### config.mk
export PLATFORM = sky130hd
export DESIGN_NAME = uart_cmd_top
export DESIGN_NICKNAME = d
export VERILOG_FILES = /design/src/uart_cmd_pkg.sv /design/src/uart_tx.sv /design/src/uart_rx.sv /design/src/uart_cmd_ctrl.sv /design/src/uart_cmd_top.sv
export SDC_FILE = /design/constraint.sdc
export NUM_CORES = 1
export LEC_CHECK = 0
export ABC_AREA = 1
export BUFFER_PORTS_ARGS = -buffer_cell sky130_fd_sc_hd__buf_2
export CAP_MARGIN = 30
export CELL_PAD_IN_SITES_DETAIL_PLACEMENT = 1
export CELL_PAD_IN_SITES_GLOBAL_PLACEMENT = 1
export CORE_AREA = 3 3 136 105
export DETAILED_ROUTE_END_ITERATION = 7
export DIE_AREA = 0 0 139 108
export MAX_ROUTING_LAYER = met4
export PLACE_DENSITY = 0.71
export SYNTH_ARGS = -nofsm -noshare
export SYNTH_HDL_FRONTEND = slang
export SYNTH_SLANG_ARGS = --single-unit
### constraint.sdc
create_clock -name clk -period 2.03 [get_ports clk]
set_clock_uncertainty 0.05 [all_clocks]
set_input_delay 0.1015 -clock clk [delete_from_list [all_inputs] [get_ports clk]]
set_output_delay 0.1015 -clock clk [all_outputs]
set_load 0.03 [all_outputs]
### src/uart_cmd_pkg.sv
`default_nettype none

package uart_cmd_pkg;

  // command word from the host
  // write flag and address form the upper byte, sent as the first frame
  typedef struct packed {
    logic       write;
    logic [6:0] addr;
    logic [7:0] data;
  } uart_cmd_t;

  // result handed back to the host after a read
  typedef struct packed {
    logic       err;
    logic [7:0] data;
  } read_resp_t;

  // one received frame, valid while rx_done is high
  typedef struct packed {
    logic       parity_err;
    logic       frame_err;
    logic [7:0] data;
  } rx_status_t;

  // start + 8 data + parity + stop
  localparam int BITS_PER_FRAME_PAR   = 11;
  // start + 8 data + stop
  localparam int BITS_PER_FRAME_NOPAR = 10;

endpackage

`default_nettype wire

### src/uart_tx.sv
`timescale 1ns/100ps
`default_nettype none

module uart_tx
  import uart_cmd_pkg::*;
#(
  parameter int CLKS_PER_BIT = 434,
  parameter bit PARITY_EN    = 1'b1
) (
  input  wire        clk,
  input  wire        rst_n,
  input  wire  [7:0] tx_byte,
  input  wire        tx_start,
  output logic       tx_busy,
  output logic       tx
);

  localparam int FRAME_BITS = PARITY_EN ? BITS_PER_FRAME_PAR : BITS_PER_FRAME_NOPAR;
  localparam int CNT_W      = $clog2(CLKS_PER_BIT + 1);

  localparam logic [CNT_W-1:0] CNT_LAST = CNT_W'(CLKS_PER_BIT - 1);
  localparam logic [3:0]       BIT_LAST = 4'(FRAME_BITS - 1);

  logic [BITS_PER_FRAME_PAR-1:0] frame_q;
  logic [BITS_PER_FRAME_PAR-1:0] frame_load;
  logic [CNT_W-1:0]              clk_cnt;
  logic [3:0]                    bit_cnt;
  logic                          parity_bit;

  // odd parity over the data byte
  assign parity_bit = ~^tx_byte;

  // lsb goes out first, so the start bit sits at bit 0
  // without parity the top bit is just extra idle level
  assign frame_load = PARITY_EN ? {1'b1, parity_bit, tx_byte, 1'b0}
                                : {2'b11, tx_byte, 1'b0};

  always_ff @(posedge clk or negedge rst_n) begin
    if (!rst_n) begin
      frame_q <= '1;
      tx_busy <= 1'b0;
      clk_cnt <= '0;
      bit_cnt <= '0;
    end else if (tx_start && !tx_busy) begin
      frame_q <= frame_load;
      tx_busy <= 1'b1;
      clk_cnt <= '0;
      bit_cnt <= '0;
    end else if (tx_busy) begin
      if (clk_cnt == CNT_LAST) begin
        clk_cnt <= '0;
        // shift in ones so the line idles high once the frame is out
        frame_q <= {1'b1, frame_q[BITS_PER_FRAME_PAR-1:1]};
        if (bit_cnt == BIT_LAST) begin
          tx_busy <= 1'b0;
          bit_cnt <= '0;
        end else begin
          bit_cnt <= bit_cnt + 4'd1;
        end
      end else begin
        clk_cnt <= clk_cnt + 1'b1;
      end
    end
  end

  assign tx = frame_q[0];

  // controller must wait for the previous frame before starting a new one
  a_no_start_while_busy: assert property (
    @(posedge clk) disable iff (!rst_n)
    tx_start |-> !tx_busy
  );

endmodule

`default_nettype wire

### src/uart_rx.sv
`timescale 1ns/100ps
`default_nettype none

module uart_rx
  import uart_cmd_pkg::*;
#(
  parameter int CLKS_PER_BIT = 434,
  parameter bit PARITY_EN    = 1'b1
) (
  input  wire        clk,
  input  wire        rst_n,
  input  wire        rx,
  input  wire        rx_en,
  output logic       rx_started,
  output logic       rx_done,
  output rx_status_t rx_status
);

  localparam int FRAME_BITS = PARITY_EN ? BITS_PER_FRAME_PAR : BITS_PER_FRAME_NOPAR;
  localparam int CNT_W      = $clog2(CLKS_PER_BIT + 1);

  localparam logic [CNT_W-1:0] CNT_LAST = CNT_W'(CLKS_PER_BIT - 1);
  localparam logic [CNT_W-1:0] CNT_MID  = CNT_W'(CLKS_PER_BIT / 2 - 1);
  localparam logic [3:0]       BIT_PAR  = 4'd9;
  localparam logic [3:0]       BIT_STOP = 4'(FRAME_BITS - 1);

  logic             rx_meta;
  logic             rx_sync;
  logic             rx_prev;
  logic             start_edge;
  logic             sample;
  logic [CNT_W-1:0] clk_cnt;
  logic [3:0]       bit_cnt;
  logic [7:0]       shift_q;
  logic             par_err_q;
  rx_status_t       status_q;

  // two-flop synchronizer plus one more stage for the edge
  always_ff @(posedge clk or negedge rst_n) begin
    if (!rst_n) begin
      rx_meta <= 1'b1;
      rx_sync <= 1'b1;
      rx_prev <= 1'b1;
    end else begin
      rx_meta <= rx;
      rx_sync <= rx_meta;
      rx_prev <= rx_sync;
    end
  end

  assign start_edge = rx_prev && !rx_sync;
  assign sample     = rx_started && (clk_cnt == CNT_MID);

  always_ff @(posedge clk or negedge rst_n) begin
    if (!rst_n) begin
      rx_started <= 1'b0;
      rx_done    <= 1'b0;
      clk_cnt    <= '0;
      bit_cnt    <= '0;
    end else begin
      rx_done <= 1'b0;
      if (!rx_started) begin
        // count re-phases on every accepted start edge
        if (rx_en && start_edge) begin
          rx_started <= 1'b1;
          clk_cnt    <= '0;
          bit_cnt    <= '0;
        end
      end else begin
        clk_cnt <= (clk_cnt == CNT_LAST) ? '0 : clk_cnt + 1'b1;
        if (sample) begin
          bit_cnt <= bit_cnt + 4'd1;
          if (bit_cnt == 4'd0 && rx_sync) begin
            // glitch, start bit gone by mid-bit
            rx_started <= 1'b0;
          end else if (bit_cnt == BIT_STOP) begin
            rx_started <= 1'b0;
            rx_done    <= 1'b1;
          end
        end
      end
    end
  end

  always_ff @(posedge clk) begin
    if (sample) begin
      if (bit_cnt >= 4'd1 && bit_cnt <= 4'd8) begin
        shift_q <= {rx_sync, shift_q[7:1]};
      end
      // odd parity fails when data plus parity has an even count of ones
      if (PARITY_EN && bit_cnt == BIT_PAR) begin
        par_err_q <= ~^{shift_q, rx_sync};
      end
      if (bit_cnt == BIT_STOP) begin
        status_q.parity_err <= PARITY_EN ? par_err_q : 1'b0;
        status_q.frame_err  <= !rx_sync;
        status_q.data       <= shift_q;
      end
    end
  end

  assign rx_status = status_q;

  a_done_one_cycle: assert property (
    @(posedge clk) disable iff (!rst_n)
    rx_done |=> !rx_done
  );

endmodule

`default_nettype wire

### src/uart_cmd_ctrl.sv
`timescale 1ns/100ps
`default_nettype none

module uart_cmd_ctrl
  import uart_cmd_pkg::*;
#(
  parameter int CLKS_PER_BIT    = 434,
  parameter int RX_TIMEOUT_BITS = 32
) (
  input  wire        clk,
  input  wire        rst_n,
  input  uart_cmd_t  cmd_in,
  input  wire        cmd_vld,
  output logic       cmd_rdy,
  output logic [7:0] tx_byte,
  output logic       tx_start,
  input  wire        tx_busy,
  output logic       rx_en,
  input  wire        rx_started,
  input  wire        rx_done,
  input  rx_status_t rx_status,
  output read_resp_t read_data,
  output logic       read_vld
);

  localparam int TO_CYCLES = RX_TIMEOUT_BITS * CLKS_PER_BIT;
  localparam int TO_W      = $clog2(TO_CYCLES + 1);

  localparam logic [TO_W-1:0] TO_LAST = TO_W'(TO_CYCLES - 1);

  typedef enum logic [1:0] {
    S_IDLE,
    S_ADDR,
    S_DATA,
    S_WAIT
  } state_t;

  state_t          state;
  uart_cmd_t       cmd_q;
  logic            busy_q;
  logic            tx_done;
  logic            accept;
  logic            timeout;
  logic [TO_W-1:0] to_cnt;

  // a frame is finished when tx_busy falls
  assign tx_done = busy_q && !tx_busy;
  assign accept  = cmd_vld && cmd_rdy;
  assign timeout = (state == S_WAIT) && !rx_started && !rx_done && (to_cnt == TO_LAST);
  assign rx_en   = (state == S_WAIT);

  always_ff @(posedge clk or negedge rst_n) begin
    if (!rst_n) begin
      state    <= S_IDLE;
      cmd_rdy  <= 1'b1;
      tx_start <= 1'b0;
      read_vld <= 1'b0;
      busy_q   <= 1'b0;
      to_cnt   <= '0;
    end else begin
      busy_q   <= tx_busy;
      tx_start <= 1'b0;
      read_vld <= 1'b0;
      case (state)
        S_IDLE: begin
          if (accept) begin
            state    <= S_ADDR;
            cmd_rdy  <= 1'b0;
            tx_start <= 1'b1;
          end
        end
        S_ADDR: begin
          if (tx_done) begin
            if (cmd_q.write) begin
              state    <= S_DATA;
              tx_start <= 1'b1;
            end else begin
              state  <= S_WAIT;
              to_cnt <= '0;
            end
          end
        end
        S_DATA: begin
          if (tx_done) begin
            state   <= S_IDLE;
            cmd_rdy <= 1'b1;
          end
        end
        S_WAIT: begin
          if (rx_done || timeout) begin
            state    <= S_IDLE;
            cmd_rdy  <= 1'b1;
            read_vld <= 1'b1;
          end else if (!rx_started) begin
            // timer holds while a frame is coming in
            to_cnt <= to_cnt + 1'b1;
          end
        end
        default: state <= S_IDLE;
      endcase
    end
  end

  always_ff @(posedge clk) begin
    if (accept) begin
      cmd_q   <= cmd_in;
      tx_byte <= {cmd_in.write, cmd_in.addr};
    end else if (state == S_ADDR && tx_done) begin
      tx_byte <= cmd_q.data;
    end
    if (rx_done && state == S_WAIT) begin
      read_data.err  <= rx_status.parity_err | rx_status.frame_err;
      read_data.data <= rx_status.data;
    end else if (timeout) begin
      read_data.err  <= 1'b1;
      read_data.data <= '0;
    end
  end

  a_rdy_only_idle: assert property (
    @(posedge clk) disable iff (!rst_n)
    (state != S_IDLE) |-> !cmd_rdy
  );

endmodule

`default_nettype wire

### src/uart_cmd_top.sv
`timescale 1ns/100ps
`default_nettype none

module uart_cmd_top
  import uart_cmd_pkg::*;
#(
  parameter int CLKS_PER_BIT    = 434,
  parameter bit PARITY_EN       = 1'b1,
  parameter int RX_TIMEOUT_BITS = 32
) (
  input  wire        clk,
  input  wire        rst_n,
  input  uart_cmd_t  cmd_in,
  input  wire        cmd_vld,
  output logic       cmd_rdy,
  input  wire        rx,
  output logic       tx,
  output read_resp_t read_data,
  output logic       read_vld
);

  logic [7:0] tx_byte;
  logic       tx_start;
  logic       tx_busy;
  logic       rx_en;
  logic       rx_started;
  logic       rx_done;
  rx_status_t rx_status;

  uart_cmd_ctrl #(
    .CLKS_PER_BIT    (CLKS_PER_BIT),
    .RX_TIMEOUT_BITS (RX_TIMEOUT_BITS)
  ) i_ctrl (
    .clk        (clk),
    .rst_n      (rst_n),
    .cmd_in     (cmd_in),
    .cmd_vld    (cmd_vld),
    .cmd_rdy    (cmd_rdy),
    .tx_byte    (tx_byte),
    .tx_start   (tx_start),
    .tx_busy    (tx_busy),
    .rx_en      (rx_en),
    .rx_started (rx_started),
    .rx_done    (rx_done),
    .rx_status  (rx_status),
    .read_data  (read_data),
    .read_vld   (read_vld)
  );

  uart_tx #(
    .CLKS_PER_BIT (CLKS_PER_BIT),
    .PARITY_EN    (PARITY_EN)
  ) i_tx (
    .clk      (clk),
    .rst_n    (rst_n),
    .tx_byte  (tx_byte),
    .tx_start (tx_start),
    .tx_busy  (tx_busy),
    .tx       (tx)
  );

  uart_rx #(
    .CLKS_PER_BIT (CLKS_PER_BIT),
    .PARITY_EN    (PARITY_EN)
  ) i_rx (
    .clk        (clk),
    .rst_n      (rst_n),
    .rx         (rx),
    .rx_en      (rx_en),
    .rx_started (rx_started),
    .rx_done    (rx_done),
    .rx_status  (rx_status)
  );

endmodule

`default_nettype wire

==> impl_metrics.tcl <==
set metrics [dict create \
    status "completed" \
    synthCells 550 \
    hpwl_um 8510 \
    max_stage_delay_ps 440 \
    synth_edf_count 45 \
    startpoint_type "flip-flop" \
    post-route-drc-count 0 \
    row_count 36 \
    grt_first_pass_wirelength_um 21000 \
    power_leakage_nw 2.64 \
    synth_most_common_cell "nand2_1" \
    hold_class "input port to async pin" \
    io_buffer_count 31 \
    fmax_ghz 0.548 \
    crit_fanout 8 \
    worstPathRequired_ps 2050 \
    syn2layout_area_growth_pct 18.2 \
    tritoncts "built" \
    grt_max_degree 38 \
    cp.arrival_ps 1840 \
    yosys_warnings 0 \
    die-area_um2 15000 \
    htree_levels 3 \
    postCtsSetupBuffers 0 \
    p_total_mw 4.72 \
    synthTopCellsByCount "nand2_1 (149), nor2_1 (58), inv_1 (54)" \
    nNetsFinal 651 \
    ys_seq_elements 107 \
    cts_root_buf "clkbuf_16" \
    wl_per_cell_um 15.3 \
    final_hold_viol_count 0 \
    power_density_nw_per_um2 775 \
    synthesis.area_um2 5150 \
    slowest_stage "dfrtp_1" \
    totalWireLength_um 12100 \
    vdd_drop_max_uv 505 \
    max_cap_violations 0 \
    cp_num_buf_inv 2 \
    place.gp.congestion 0.768 \
    yosys.area.top_type "edfxtp_1" \
    start_util_pct 39.7 \
    synth_top_cell_area_share_pct 26.2 \
    first_global_vias 4179 \
    syn_area_per_cell_um2 9.37 \
    path_class "flip-flop to flip-flop" \
    grt_util_all_layers_pct 18.1 \
    cp-end-kind "flip-flop" \
    cts_buffers 9 \
    pin_count 32 \
    firstDrtPassIters 4 \
    synthFlopType "dfrtp_1" \
    path_clk_slew_ps 80 \
    num_vias 3893 \
    insertion_delay_ps 350 \
    core_um2 13000 \
    synthesis.nets 583 \
    setup_viol 0 \
    ant_nets 0 \
    diodes 0 \
    synth_area_leaders "edfxtp_1 (26%), dfrtp_1 (23%), nand2_1 (11%), dfstp_2 (7.1%), nor2_1 (4.2%)" \
    die_x_um 139 \
    min_period_ps 1830 \
    drt_iter0_markers 162 \
    cts_sinks 107 \
    final_core_util_pct 47.0 \
    slew_violations 0 \
    multi_input_comb_area_um2 1970 \
    ys_types 39 \
    async_flop_share_pct 57.9 \
    yosysSeqAreaShare_pct 56.7 \
    path_cells "inv_1 > ha_1 > nor3b_2 > nand2_2 > a311oi_2 > buf_4" \
    relSlewSlack_pct 55.7 \
    drive_above_1_share_pct 16.9 \
    grt_setup_unrepaired "no" \
    worstMarginPinSlew_ps 664 \
    n_fill_cell 1530 \
    timing.hold.ws_ps 278 \
    seq_area_um2 2920 \
    timing.final.crit_share_pct 89.9 \
    drt-vias-per-instance 4.90 \
    critPathTopFamily "flip-flops" \
    die_h_um 108 \
    gr-total-overflow 0 \
    cts_buffer_depth 2 \
    antenna_found_initial 0 \
]
-- final cells by class --
cell class	count	share of cell area [%]
clock buffer	9	3.70
timing repair buffer	65	7.68
clock inverter	7	1.21
inverter	60	3.70
tap	171	3.51
sequential	107	47.9
multi-input combinational	375	32.3
-- kinds of logic after synthesis --
| logic type | share of synthesized area (%) |
|---|---|
| AOI/OAI and AO/OA | 6.53 |
| xor gates and xnor gates | 3.57 |
| buffers and inverters | 5.71 |
| DFF | 56.7 |
| adders and majority gates | 3.16 |
| and+or+nand+nor | 24.4 |
-- stage by stage --
step	instance area (um2)	setup TNS, ps	std cells	worst slack [ps]
after CTS	6080	0	794	23.1
after global placement	5590	0	760	212
after floorplan	5160	0	550	44.1
after global routing	6090	0	794	37.3
final	6090	0	794	205
after detailed placement	5590	-257	760	-32.2
-- layout by cell type (no fill, tap or decap), types with 2 or more instances in the layout --
cell | netlist | final
ha_1 | 13 | 13
a31oi_1 | 2 | 2
nand2_2 | 4 | 7
o31ai_1 | 2 | 2
buf_4 | 0 | 15
dfstp_2 | 14 | 14
o22ai_1 | 7 | 7
nand2b_1 | 3 | 3
inv_2 | 5 | 5
xnor2_1 | 11 | 11
nand3_1 | 37 | 37
inv_6 | 0 | 2
dlygate4sd3_1 | 0 | 18
dfrtp_1 | 48 | 48
nor3_1 | 8 | 7
edfxtp_1 | 45 | 45
nand2_1 | 149 | 146
clkbuf_16 | 0 | 9
o21ai_1 | 2 | 2
nand3_2 | 2 | 2
o21ai_0 | 20 | 20
nor2_4 | 3 | 3
inv_1 | 54 | 54
inv_8 | 0 | 2
buf_2 | 1 | 31
nor2_2 | 2 | 3
clkinv_4 | 0 | 2
xor2_1 | 10 | 10
o211ai_1 | 6 | 6
nand4_1 | 9 | 9
a21oi_1 | 17 | 17
nor2_1 | 58 | 57
-- flip-flops by register name, summed over array words and instances (netlist names), 2 cells and up --
register and flops:
i_ctrl.cmd_q 9, i_ctrl.read_data 9, i_ctrl.state 2, i_ctrl.to_cnt 14
i_ctrl.tx_byte 8, i_rx.bit_cnt 4, i_rx.clk_cnt 9, i_rx.rx_status 10
i_rx.shift_q 8, i_tx.bit_cnt 4, i_tx.clk_cnt 9, i_tx.frame_q 10
-- path summary, 6_finish.rpt --
path / to / cells after the start / slack (ps) / startpoint
hold reg to reg: i_rx.rx_sync / 0 / 310 / i_rx.rx_meta
hold / removal: i_ctrl.to_cnt[7] / 2 / 280 / rst_n
setup reg to reg: i_rx.shift_q[1] / 6 / 200 / i_rx.clk_cnt[0]
setup / recovery: i_rx.shift_q[1] / 6 / 200 / i_rx.clk_cnt[0]
min in group clk: i_rx.rx_sync / 0 / 310 / i_rx.rx_meta
max in group asynchronous: i_ctrl.cmd_rdy / 3 / 960 / rst_n
-- power breakdown --
| group | switching, mW | total (mW) | internal (mW) |
|---|---|---|---|
| registers | 0.143 | 2.50 | 2.35 |
| logic | 0.267 | 0.481 | 0.214 |
| clock network | 0.870 | 1.74 | 0.874 |
| total | 1.28 | 4.72 | 3.44 |
-- repair_timing --
action | in CTS | in global routing
endpoints found under the setup margin | 8 | 31
hold endpoints to repair | 40 | 0
gates resized for setup | 1 | 5
pin swaps | 0 | 0
hold buffers | 18 | 0
-- per-layer routing --
layer	global-route usage, %	part of all wire, %
met3	4.55	2.7
met1	23.4	49
met4	3.56	0.83
met2	29.5	47
met5	-	0
-- worst register-to-register path, delay by kind of cell, from the launching register on --
| kind | cells | cell delay [ps] |
|---|---|---|
| flops | 1 | 440 |
| buf+inv | 2 | 300 |
| compound gates | 1 | 260 |
| simple gates | 2 | 360 |
| fa+ha+maj | 1 | 130 |
No activity file was read; power rests on OpenSTA's default activity.
